==> src/include/chip8_consts.svh <==
// chip8 core constants
// address width, reset vector, register and stack sizes

`ifndef CHIP8_CONSTS_SVH
`define CHIP8_CONSTS_SVH

// 4 KiB address space
`define CHIP8_ADDR_W 12

// programs are loaded at 0x200
`define CHIP8_RESET_PC 12'h200

// V0 to VF
`define CHIP8_NUM_REGS 16

`define CHIP8_STACK_DEPTH 16

// VF doubles as the carry, borrow and shift flag
`define CHIP8_FLAG_REG 15

`endif

==> src/logic/chip8_pkg.sv <==
// chip8 shared types
// data widths, fsm states and the control bundles between the core blocks

`include "chip8_consts.svh"

package chip8_pkg;

  typedef logic [`CHIP8_ADDR_W-1:0] addr_t;
  typedef logic [7:0] byte_t;
  typedef logic [15:0] opcode_t;
  typedef logic [$clog2(`CHIP8_NUM_REGS)-1:0] reg_idx_t;

  typedef enum logic [2:0] {
    FETCH_HI,
    FETCH_LO,
    CAPTURE_LO,
    EXECUTE,
    STORE_BURST
  } cpu_state_t;

  // register file operations, including the four skip compares
  typedef enum logic [3:0] {
    ALU_NONE,
    ALU_LD_IMM,
    ALU_ADD_IMM,
    ALU_MOV,
    ALU_OR,
    ALU_AND,
    ALU_XOR,
    ALU_ADD,
    ALU_SUB,
    ALU_SHR,
    ALU_SUBN,
    ALU_SHL,
    ALU_SE_IMM,
    ALU_SNE_IMM,
    ALU_SE_REG,
    ALU_SNE_REG
  } alu_op_t;

  typedef enum logic [2:0] {
    PC_NEXT,
    PC_SKIP,
    PC_JUMP,
    PC_JUMP_V0,
    PC_CALL,
    PC_RET,
    PC_HOLD
  } pc_op_t;

  typedef enum logic [1:0] {
    ADDR_PC,
    ADDR_PC_PLUS1,
    ADDR_I_COUNT
  } addr_sel_t;

  typedef struct packed {
    alu_op_t  alu_op;
    pc_op_t   pc_op;
    reg_idx_t vx;
    reg_idx_t vy;
    byte_t    nn;
    addr_t    nnn;
    logic     i_load;
    logic     i_add;
    logic     bcd_mode;
    logic     strobe;
  } exec_ctl_t;

  typedef struct packed {
    logic  read;
    logic  write;
    addr_t addr;
    byte_t wdata;
  } mem_req_t;

endpackage

==> src/logic/chip8_burst_counter.sv <==
// store burst counter
// steps the beat index of a memory write burst and flags its last beat

`timescale 1ns/1ps

module chip8_burst_counter (
  input  logic                clk,
  input  logic                reset,
  input  logic                start,
  input  chip8_pkg::reg_idx_t limit,
  input  logic                advance,
  output chip8_pkg::reg_idx_t count,
  output logic                last
);
  import chip8_pkg::*;

  reg_idx_t limit_q;

  always_ff @(posedge clk or posedge reset) begin
    if (reset) begin
      count   <= '0;
      limit_q <= '0;
    end else if (start) begin
      count   <= '0;
      limit_q <= limit;
    end else if (advance) begin
      count <= count + 1'b1;
    end
  end

  assign last = (count == limit_q);

endmodule

==> src/logic/chip8_regfile_alu.sv <==
// chip8 register file and alu
// holds V0-VF, runs the 8XY group, evaluates skips and picks store data

`timescale 1ns/1ps

`include "chip8_consts.svh"

module chip8_regfile_alu (
  input  logic                 clk,
  input  logic                 reset,
  input  chip8_pkg::exec_ctl_t exec_ctl,
  input  chip8_pkg::reg_idx_t  count,
  output logic                 skip_taken,
  output chip8_pkg::byte_t     v0,
  output chip8_pkg::byte_t     vx_value,
  output chip8_pkg::byte_t     wdata
);
  import chip8_pkg::*;

  byte_t      v_regs [`CHIP8_NUM_REGS];
  byte_t      vx_val;
  byte_t      vy_val;
  byte_t      result;
  byte_t      hundreds;
  byte_t      tens;
  byte_t      units;
  logic [8:0] sum;
  logic       flag;
  logic       write_x;
  logic       write_f;

  assign vx_val = v_regs[exec_ctl.vx];
  assign vy_val = v_regs[exec_ctl.vy];
  assign sum    = {1'b0, vx_val} + {1'b0, vy_val};

  always_comb begin
    result  = vx_val;
    flag    = 1'b0;
    write_x = 1'b0;
    write_f = 1'b0;
    case (exec_ctl.alu_op)
      ALU_LD_IMM: begin
        result  = exec_ctl.nn;
        write_x = 1'b1;
      end
      // no carry out for 7XNN
      ALU_ADD_IMM: begin
        result  = vx_val + exec_ctl.nn;
        write_x = 1'b1;
      end
      ALU_MOV: begin
        result  = vy_val;
        write_x = 1'b1;
      end
      ALU_OR: begin
        result  = vx_val | vy_val;
        write_x = 1'b1;
      end
      ALU_AND: begin
        result  = vx_val & vy_val;
        write_x = 1'b1;
      end
      ALU_XOR: begin
        result  = vx_val ^ vy_val;
        write_x = 1'b1;
      end
      ALU_ADD: begin
        result  = sum[7:0];
        flag    = sum[8];
        write_x = 1'b1;
        write_f = 1'b1;
      end
      ALU_SUB: begin
        result  = vx_val - vy_val;
        flag    = (vx_val >= vy_val);
        write_x = 1'b1;
        write_f = 1'b1;
      end
      ALU_SHR: begin
        result  = vx_val >> 1;
        flag    = vx_val[0];
        write_x = 1'b1;
        write_f = 1'b1;
      end
      ALU_SUBN: begin
        result  = vy_val - vx_val;
        flag    = (vy_val > vx_val);
        write_x = 1'b1;
        write_f = 1'b1;
      end
      ALU_SHL: begin
        result  = vx_val << 1;
        flag    = vx_val[7];
        write_x = 1'b1;
        write_f = 1'b1;
      end
      default: write_x = 1'b0;
    endcase
  end

  always_comb begin
    case (exec_ctl.alu_op)
      ALU_SE_IMM:  skip_taken = (vx_val == exec_ctl.nn);
      ALU_SNE_IMM: skip_taken = (vx_val != exec_ctl.nn);
      ALU_SE_REG:  skip_taken = (vx_val == vy_val);
      ALU_SNE_REG: skip_taken = (vx_val != vy_val);
      default:     skip_taken = 1'b0;
    endcase
  end

  always_ff @(posedge clk or posedge reset) begin
    if (reset) begin
      for (int i = 0; i < `CHIP8_NUM_REGS; i++)
        v_regs[i] <= '0;
    end else if (exec_ctl.strobe) begin
      if (write_x)
        v_regs[exec_ctl.vx] <= result;
      // flag written second so it wins when X is F
      if (write_f)
        v_regs[`CHIP8_FLAG_REG] <= {7'd0, flag};
    end
  end

  assign hundreds = vx_val / 8'd100;
  assign tens     = (vx_val / 8'd10) % 8'd10;
  assign units    = vx_val % 8'd10;

  // bcd beats go hundreds, tens, units
  always_comb begin
    if (exec_ctl.bcd_mode) begin
      case (count)
        4'd0:    wdata = hundreds;
        4'd1:    wdata = tens;
        default: wdata = units;
      endcase
    end else begin
      wdata = v_regs[count];
    end
  end

  assign v0       = v_regs[0];
  assign vx_value = vx_val;

endmodule

==> src/logic/chip8_addr_unit.sv <==
// chip8 address unit
// pc, index register, call stack and memory address select

`timescale 1ns/1ps

`include "chip8_consts.svh"

module chip8_addr_unit (
  input  logic                 clk,
  input  logic                 reset,
  input  chip8_pkg::exec_ctl_t exec_ctl,
  input  chip8_pkg::addr_sel_t addr_sel,
  input  logic                 skip_taken,
  input  chip8_pkg::byte_t     v0,
  input  chip8_pkg::byte_t     vx_value,
  input  chip8_pkg::reg_idx_t  count,
  output chip8_pkg::addr_t     mem_addr
);
  import chip8_pkg::*;

  addr_t    pc;
  addr_t    i_reg;
  addr_t    pc_next2;
  addr_t    stack [`CHIP8_STACK_DEPTH];
  reg_idx_t sp;
  reg_idx_t sp_top;

  assign pc_next2 = pc + addr_t'(2);
  // sp points at the next free slot
  assign sp_top   = sp - 1'b1;

  always_ff @(posedge clk or posedge reset) begin
    if (reset) begin
      pc    <= `CHIP8_RESET_PC;
      i_reg <= '0;
      sp    <= '0;
      for (int i = 0; i < `CHIP8_STACK_DEPTH; i++)
        stack[i] <= '0;
    end else begin
      case (exec_ctl.pc_op)
        PC_NEXT:    pc <= pc_next2;
        PC_SKIP:    pc <= skip_taken ? pc + addr_t'(4) : pc_next2;
        PC_JUMP:    pc <= exec_ctl.nnn;
        PC_JUMP_V0: pc <= exec_ctl.nnn + addr_t'(v0);
        PC_CALL: begin
          stack[sp] <= pc_next2;
          sp        <= sp + 1'b1;
          pc        <= exec_ctl.nnn;
        end
        PC_RET: begin
          sp <= sp_top;
          pc <= stack[sp_top];
        end
        default: pc <= pc;
      endcase
      if (exec_ctl.strobe) begin
        if (exec_ctl.i_load)
          i_reg <= exec_ctl.nnn;
        else if (exec_ctl.i_add)
          i_reg <= i_reg + addr_t'(vx_value);
      end
    end
  end

  always_comb begin
    case (addr_sel)
      ADDR_PC_PLUS1: mem_addr = pc + addr_t'(1);
      ADDR_I_COUNT:  mem_addr = i_reg + addr_t'(count);
      default:       mem_addr = pc;
    endcase
  end

endmodule

==> src/logic/chip8_control.sv <==
// chip8 control fsm
// fetches the two opcode bytes, decodes them and sequences store bursts

`timescale 1ns/1ps

module chip8_control (
  input  logic                 clk,
  input  logic                 reset,
  input  chip8_pkg::byte_t     mem_rdata,
  input  logic                 last,
  output chip8_pkg::exec_ctl_t exec_ctl,
  output chip8_pkg::addr_sel_t addr_sel,
  output logic                 mem_read,
  output logic                 mem_write,
  output logic                 start,
  output chip8_pkg::reg_idx_t  limit,
  output logic                 advance
);
  import chip8_pkg::*;

  cpu_state_t state;
  opcode_t    opcode;
  exec_ctl_t  dec;
  logic       run;
  logic       is_store;

  // run holds off the first fetch until the cycle after reset release
  always_ff @(posedge clk or posedge reset) begin
    if (reset) begin
      state <= FETCH_HI;
      run   <= 1'b0;
    end else begin
      run <= 1'b1;
      case (state)
        FETCH_HI: begin
          if (run)
            state <= FETCH_LO;
        end
        FETCH_LO:   state <= CAPTURE_LO;
        CAPTURE_LO: state <= EXECUTE;
        EXECUTE:    state <= is_store ? STORE_BURST : FETCH_HI;
        STORE_BURST: begin
          if (last)
            state <= FETCH_HI;
        end
        default:    state <= FETCH_HI;
      endcase
    end
  end

  // big endian, high byte sits at pc
  always_ff @(posedge clk) begin
    if (state == FETCH_LO)
      opcode[15:8] <= mem_rdata;
    if (state == CAPTURE_LO)
      opcode[7:0] <= mem_rdata;
  end

  always_comb begin
    dec.alu_op   = ALU_NONE;
    dec.pc_op    = PC_NEXT;
    dec.vx       = opcode[11:8];
    dec.vy       = opcode[7:4];
    dec.nn       = opcode[7:0];
    dec.nnn      = opcode[11:0];
    dec.i_load   = 1'b0;
    dec.i_add    = 1'b0;
    dec.bcd_mode = 1'b0;
    dec.strobe   = 1'b0;
    is_store     = 1'b0;
    case (opcode[15:12])
      4'h0: begin
        if (opcode == 16'h00EE)
          dec.pc_op = PC_RET;
      end
      4'h1: dec.pc_op = PC_JUMP;
      4'h2: dec.pc_op = PC_CALL;
      4'h3: begin
        dec.alu_op = ALU_SE_IMM;
        dec.pc_op  = PC_SKIP;
      end
      4'h4: begin
        dec.alu_op = ALU_SNE_IMM;
        dec.pc_op  = PC_SKIP;
      end
      4'h5: begin
        if (opcode[3:0] == 4'h0) begin
          dec.alu_op = ALU_SE_REG;
          dec.pc_op  = PC_SKIP;
        end
      end
      4'h6: dec.alu_op = ALU_LD_IMM;
      4'h7: dec.alu_op = ALU_ADD_IMM;
      4'h8: begin
        case (opcode[3:0])
          4'h0:    dec.alu_op = ALU_MOV;
          4'h1:    dec.alu_op = ALU_OR;
          4'h2:    dec.alu_op = ALU_AND;
          4'h3:    dec.alu_op = ALU_XOR;
          4'h4:    dec.alu_op = ALU_ADD;
          4'h5:    dec.alu_op = ALU_SUB;
          4'h6:    dec.alu_op = ALU_SHR;
          4'h7:    dec.alu_op = ALU_SUBN;
          4'hE:    dec.alu_op = ALU_SHL;
          default: dec.alu_op = ALU_NONE;
        endcase
      end
      4'h9: begin
        if (opcode[3:0] == 4'h0) begin
          dec.alu_op = ALU_SNE_REG;
          dec.pc_op  = PC_SKIP;
        end
      end
      4'hA: dec.i_load = 1'b1;
      4'hB: dec.pc_op = PC_JUMP_V0;
      4'hF: begin
        case (opcode[7:0])
          8'h1E: dec.i_add = 1'b1;
          8'h33: begin
            dec.bcd_mode = 1'b1;
            dec.pc_op    = PC_HOLD;
            is_store     = 1'b1;
          end
          8'h55: begin
            dec.pc_op = PC_HOLD;
            is_store  = 1'b1;
          end
          default: dec.pc_op = PC_NEXT;
        endcase
      end
      default: dec.pc_op = PC_NEXT;
    endcase
  end

  // pc only moves in execute, or on the final beat of a store burst
  always_comb begin
    exec_ctl        = dec;
    exec_ctl.strobe = (state == EXECUTE);
    if (state == STORE_BURST)
      exec_ctl.pc_op = last ? PC_NEXT : PC_HOLD;
    else if (state != EXECUTE)
      exec_ctl.pc_op = PC_HOLD;
  end

  always_comb begin
    case (state)
      FETCH_LO:    addr_sel = ADDR_PC_PLUS1;
      STORE_BURST: addr_sel = ADDR_I_COUNT;
      default:     addr_sel = ADDR_PC;
    endcase
  end

  assign mem_read  = run && (state == FETCH_HI || state == FETCH_LO);
  assign mem_write = (state == STORE_BURST);
  assign start     = (state == EXECUTE) && is_store;
  // bcd always writes three digits
  assign limit     = dec.bcd_mode ? reg_idx_t'(2) : dec.vx;
  assign advance   = (state == STORE_BURST);

endmodule

==> src/logic/chip8_cpu.sv <==
// chip8 cpu top
// joins the control fsm, burst counter, register file and address unit

`timescale 1ns/1ps

module chip8_cpu (
  input  logic                clk,
  input  logic                reset,
  input  chip8_pkg::byte_t    mem_rdata,
  output chip8_pkg::mem_req_t mem_req
);
  import chip8_pkg::*;

  exec_ctl_t exec_ctl;
  addr_sel_t addr_sel;
  logic      mem_read;
  logic      mem_write;
  logic      start;
  logic      advance;
  logic      last;
  logic      skip_taken;
  reg_idx_t  limit;
  reg_idx_t  count;
  byte_t     v0;
  byte_t     vx_value;
  byte_t     wdata;
  addr_t     mem_addr;

  chip8_control u_control (
    .clk       (clk),
    .reset     (reset),
    .mem_rdata (mem_rdata),
    .last      (last),
    .exec_ctl  (exec_ctl),
    .addr_sel  (addr_sel),
    .mem_read  (mem_read),
    .mem_write (mem_write),
    .start     (start),
    .limit     (limit),
    .advance   (advance)
  );

  chip8_burst_counter u_burst_counter (
    .clk     (clk),
    .reset   (reset),
    .start   (start),
    .limit   (limit),
    .advance (advance),
    .count   (count),
    .last    (last)
  );

  chip8_regfile_alu u_regfile_alu (
    .clk        (clk),
    .reset      (reset),
    .exec_ctl   (exec_ctl),
    .count      (count),
    .skip_taken (skip_taken),
    .v0         (v0),
    .vx_value   (vx_value),
    .wdata      (wdata)
  );

  chip8_addr_unit u_addr_unit (
    .clk        (clk),
    .reset      (reset),
    .exec_ctl   (exec_ctl),
    .addr_sel   (addr_sel),
    .skip_taken (skip_taken),
    .v0         (v0),
    .vx_value   (vx_value),
    .count      (count),
    .mem_addr   (mem_addr)
  );

  assign mem_req = '{read: mem_read, write: mem_write, addr: mem_addr, wdata: wdata};

endmodule

==> config.mk <==
export PLATFORM = sky130hd
export DESIGN_NAME = chip8_cpu
export DESIGN_NICKNAME = d
export VERILOG_FILES = /design/src/logic/chip8_pkg.sv /design/src/logic/chip8_burst_counter.sv /design/src/logic/chip8_regfile_alu.sv /design/src/logic/chip8_addr_unit.sv /design/src/logic/chip8_control.sv /design/src/logic/chip8_cpu.sv
export VERILOG_INCLUDE_DIRS = /design/src /design/src/include
export SDC_FILE = /design/constraint.sdc
export NUM_CORES = 1
export LEC_CHECK = 0
export BUFFER_PORTS_ARGS = -buffer_cell sky130_fd_sc_hd__buf_2
export CAP_MARGIN = 20
export CORE_ASPECT_RATIO = 0.5
export CORE_UTILIZATION = 65
export CTS_BUF_LIST = sky130_fd_sc_hd__clkbuf_4
export CTS_CLUSTER_DIAMETER = 150
export DETAILED_ROUTE_END_ITERATION = 16
export PLACE_DENSITY = 0.82
export SLEW_MARGIN = 20
export SYNTH_ARGS = -nofsm -noshare
export SYNTH_HDL_FRONTEND = slang
export SYNTH_SLANG_ARGS = --single-unit
==> constraint.sdc <==
create_clock -name clk -period 16.1 [get_ports clk]
set_clock_uncertainty 0.05 [all_clocks]
set_input_delay 2.415 -clock clk [delete_from_list [all_inputs] [get_ports clk]]
set_output_delay 2.415 -clock clk [all_outputs]
set_load 0.02 [all_outputs]
After elaboration in Yosys (flattened, before gate mapping)
Memories as Yosys holds them, arrays and structs flattened. A register that Yosys moved wholly into a read port is not among the register bits. Index checks and enable logic that the tools add are counted.

Register bits after elaboration: 376. Latch bits: 0. Memory bits (writable): 0. Bits in read-only memories: 64. Bits of input ports: 10. Output and inout port bits: 22. Logic and storage cells: 208. Memories: 1.

$add $sub $neg: 13. Multipliers: 0. Div/mod/pow operators: 4. $lt $le $gt $ge: 9. Equal/unequal tests: 51. Shift-type cells: 0. Multiplexer cells: 57. Bitwise operators: 8. Reductions and logical operators: 24.

Memory list: (no name shown) (depth 16, width 4, rd ports 1, clocked after Yosys merged registers in 1, wr ports 0, line chip8_control.sv:95) `case (opcode[3:0])`.

Operators by type and width (count): bitwise mux 192 bit (1); bitwise mux 128 bit (1); binary-select mux 8 bit (select 4 bit) (3); case mux 8 bit (11 select lines) (1); two-way mux 8 bit (10); two-way mux 12 bit (6); case mux 12 bit (5 select lines) (1); equality test 4 bit, second input constant (13); binary-select mux 12 bit (select 4 bit) (1); demux 12 bit (select 4 bit) (1); demux 8 bit (select 4 bit) (1); equality test 4 x 3 -> 1 bit, second input constant (8); case mux 4 bit (7 select lines) (1); >= comparator 5 bit, second input constant (5); NOT 4 -> 5 bit (5); adder 12 x 8 -> 12 bit (2); two-way mux 3 bit (8); case mux 12 bit (2 select lines) (1); case mux 3 bit (8 select lines) (1); equality test 16 x 8 -> 1 bit, second input constant (1); equality test 4 x 2 -> 1 bit, second input constant (4); equality test 8 bit (2); remainder unit 8 x 4 -> 8 bit, second input constant (2); two-way mux 4 bit (4); 49 further kinds (83).

Depth between registers and ports, before layout
Depth after elaboration: 9. Gate-level depth with buffers: 29. Mapped depth without buffers: 24.

Modules after synthesis
Synthesis repeated with hierarchy kept, for this count alone.

Cell total of the unflattened synthesis: 2397. Area, all modules: 25285.5 µm².

Modules (own cells, without submodules): chip8_addr_unit (times used 1, cells each 1227, area an instance 12084.1 µm², sequential area each 5506.5 µm²); chip8_regfile_alu (times used 1, cells each 997, area an instance 11320.9 µm², sequential area each 3203.1 µm²); chip8_control (times used 1, cells each 140, area an instance 1481.4 µm², sequential area each 660.6 µm²); chip8_burst_counter (times used 1, cells each 31, area an instance 384.1 µm², sequential area each 200.2 µm²); chip8_cpu (times used 1, cells each 2, area an instance 15.0 µm², sequential area each 0.0 µm²).

Worst setup path before layout
OpenSTA, ideal clock, no wires.

Path type: flip-flop to output port. Start point: reg u_control.opcode[8]. End point: out mem_req[7] (netlist name). Data arrival time: 5.604 ns. Data required time: 13.635 ns. Setup slack: 8.031 ns. Stages on the path, launching flop included: 26. Path buffers: 4. Cells stage by stage: edfxtp_1 -> buf_6 -> mux4_1 -> nand2_1 -> and4_1 -> buf_2 -> clkbuf_1 -> ha_1 -> nand2b_1 -> nand2_1 -> o22ai_2 -> mux2i_4 -> a31oi_4 -> o211ai_4 -> a21oi_2 -> o31a_1 -> buf_4 -> ha_1 -> and2_2 -> a31oi_4 -> nand2_1 -> o21ai_0 -> ha_1 -> a21oi_1 -> o22a_1 -> o31ai_1.

RTL lines: start, declared (line chip8_control.sv:22) `opcode_t opcode;`; start signal, assigned (line chip8_control.sv:54) `opcode[15:8] <= mem_rdata;`; end, declared (line chip8_cpu.sv:10) `output chip8_pkg::mem_req_t mem_req`.

==> impl_metrics.json <==
{
  "arrival_ns": 8.28,
  "seq_area_frac_synth_pct": 38.6,
  "min_to": "u_addr_unit.stack[37]$_DFFE_PP0P_",
  "r2r-end": "u_addr_unit.pc[5]$_DFFE_PP0P_",
  "cts-root-buf": "clkbuf_4",
  "synth_cells": 2445,
  "synthesis.nets": 2547,
  "holdCritPathClass": "reg -> reg",
  "antenna_found_initial": 2,
  "reg_top3": "u_addr_unit.stack: 192 flops, u_regfile_alu.v_regs: 120 flops, u_control.opcode: 16 flops",
  "rsz0062_at_grt": "false",
  "cts_setup_buffers": 0,
  "cts_buffers": 87,
  "path_clk_slew_ns": 0.07,
  "p_leak_nw": 11.4,
  "yosysWarnings": 0,
  "seqCellArea_sq_mm": 0.00958,
  "drtPass1Iterations": 8,
  "cp.required_ns": 13.64,
  "drv_slew": 0,
  "cts-resized-gates": 0,
  "relSlewSlack_pct": 25.1,
  "die_h_um": 140,
  "fin_crit_sh_pct": 66.7,
  "core_area_sq_mm": 0.0375,
  "setup_viol": 0,
  "start_util_pct": 66.1,
  "dp_hpwl_um": 46600,
  "synthFlopType": "dfrtp_1",
  "min-delay-start": "u_addr_unit.stack[37]$_DFFE_PP0P_",
  "io_pins": 32,
  "cts_sinks": 380,
  "peakVddDrop_v": 0.000102,
  "fmax_mhz": 93.1,
  "yosysUniqueCellTypes": 110,
  "power.density_mw_per_mm2": 174,
  "die-area_sq_mm": 0.0389,
  "async_reset_ff_share_pct": 94.7,
  "crit_fanout": 43,
  "drtIter0Drc": 2830,
  "grt.overflow.total": 0,
  "wl_per_cell_um": 23.5,
  "synth_edf_count": 16,
  "synth-seq-cells": 380,
  "h-tree-depth": 3,
  "vias": 20500,
  "io_buffers": 31,
  "routed_via_density": 6.90,
  "drive_gt1_share_pct": 21.2,
  "largest_reg_flops": 192,
  "status": "finished, final reports clean",
  "cts_buffer_depth": 3,
  "grt_pass1_wl_um": 110000,
  "fin_nets": 2520,
  "period_minus_slack_ns": 10.75,
  "cts_tree": "done",
  "criticalPathCategory": "reg -> out",
  "multi_input_area_sq_mm": 0.0142,
  "finish.utilization_pct": 69.9,
  "routabilityCongestion": 0.979,
  "row_count": 50,
  "worst_r2r_path_depth": 17,
  "ant_nets": 0,
  "startpoint_type": "flip-flop",
  "total_power_w": 0.00455,
  "clkLatencyLatePin_ns": 0.83,
  "grt_pass1_vias": 20200,
  "cts_hold_buf": 0,
  "cap_violations": 0,
  "hold-worst-slack_ns": 0.424,
  "fin_setup_tns_ns": 0,
  "grt_usage_pct": 36.4,
  "fillers": 2735,
  "grt_max_degree": 182,
  "crit_path_end_kind": "primary output",
  "netlist_area_sq_mm": 0.0248,
  "syn_avg_cell_area_sq_um": 10.1,
  "min_path_cells": 2,
  "wl_um": 69800,
  "fp.dieW_um": 278,
  "hold_viol_final": 0,
  "area_delta_synth_final_pct": 5.73,
  "regMostFlops": "u_addr_unit.stack",
  "r2r-start": "u_control.opcode[9]$_DFFE_PN_",
  "reg2reg_slack_ns": 10.07,
  "route.detailed.drc": 0,
  "tightest_slew_ns": 1.12
}
[cells by family after synthesis]
family	after synthesis	share of synthesized area (%)
AND/OR/NAND/NOR	738	13.3
adder cells (fa/ha/maj)	92	4.86
XOR/XNOR	71	2.51
other	1	0.0151
buffers and inverters	241	4.17
flip-flops	380	38.6
multiplexers	305	20.7
AO/OA/AOI/OAI	617	15.8
[layout by cell type (no fill, tap or decap), types with 31 or more instances in the layout]
cell and count:
nand2_1 406, dfrtp_1 357, o21ai_0 277, mux4_2 152, nor2_1 132, clkbuf_4 130, mux2_2 112, a21oi_1 105
ha_1 84, inv_1 50, nand3_1 44, xnor2_1 40, mux2i_1 38, buf_4 37, nor3_1 32, buf_2 31
[metal layers]
layer  GRT usage [%]  vias to the layer above  wire [um]
met1            48.7                    10000      26800
li1                -                     8957          -
met3            9.36                      253       7830
met2            56.5                     1288      32000
met4            16.3                        2       3010
met5            1.83                        -         95
[synthesized netlist by cell type (38+ instances only)]
| cell type | count | area, sq um |
|---|---|---|
| nand3_1 | 44 | 220 |
| xnor2_1 | 44 | 385 |
| mux2i_1 | 38 | 380 |
| inv_1 | 51 | 191 |
| ha_1 | 85 | 1060 |
| o21ai_0 | 277 | 1390 |
| mux2_2 | 112 | 1260 |
| a21oi_1 | 105 | 526 |
| dfrtp_1 | 359 | 8980 |
| nand2_1 | 406 | 1520 |
| clkbuf_1 | 133 | 499 |
| mux4_2 | 152 | 3420 |
| nor2_1 | 132 | 495 |
[final cells by class]
type / instances / area share (%)
multi-input cells: 1824 / 54.3
flip-flops and latches: 380 / 36.6
clock buffers: 130 / 3.73
well taps: 494 / 2.36
repair buffers: 69 / 1.73
inverters: 56 / 0.831
clock inverters: 18 / 0.439
diodes: 2 / 0.0191
[how the worst max path moves through the flow]
stage,cells after the start,startpoint,endpoint
final,22,u_control.opcode[8]$_DFFE_PN_,mem_req[5]
after floorplan,1,reset,u_addr_unit.i_reg[0]$_DFFE_PP0P_
after global routing,22,u_control.opcode[8]$_DFFE_PN_,mem_req[5]
after CTS,22,u_control.opcode[8]$_DFFE_PN_,mem_req[5]
after detailed placement,22,u_control.opcode[8]$_DFFE_PN_,mem_req[5]
after global placement,22,u_control.opcode[8]$_DFFE_PN_,mem_req[5]
[per-stage QoR]
step	setup slack (ns)	area, sq um	cells
after floorplan	3.65	24800	2445
after global placement	6.50	25100	2823
after detailed placement	6.36	25100	2823
after CTS	5.51	26200	2971
after global routing	4.90	26200	2973
final	5.35	26200	2973
[worst max-delay path: stages, from the launching register on]
cell      delay (ns)
edfxtp_1        0.37
buf_4           0.60
mux4_1          0.64
nand2_1         0.08
and4_1          0.72
inv_1           0.61
ha_1            0.38
nor2_1          0.64
nand4_1         0.17
o32ai_1         0.41
a22oi_1         0.24
o31a_1          0.44
a211o_1         0.47
a31oi_4         0.34
nand2_1         0.08
o21ai_0         0.16
ha_1            0.25
nor2_1          0.06
nor2_1          0.09
o221ai_1        0.11
o211a_1         0.17
o31ai_2         0.20
buf_2           0.19
[power by group]
part	switching, W	total (W)	internal, W
combinational	0.00138	0.00228	0.000899
clock	0.000394	0.000779	0.000385
sequential	0.000270	0.00149	0.00122
total	0.00204	0.00455	0.00250
(Power assumes the default switching activity.)
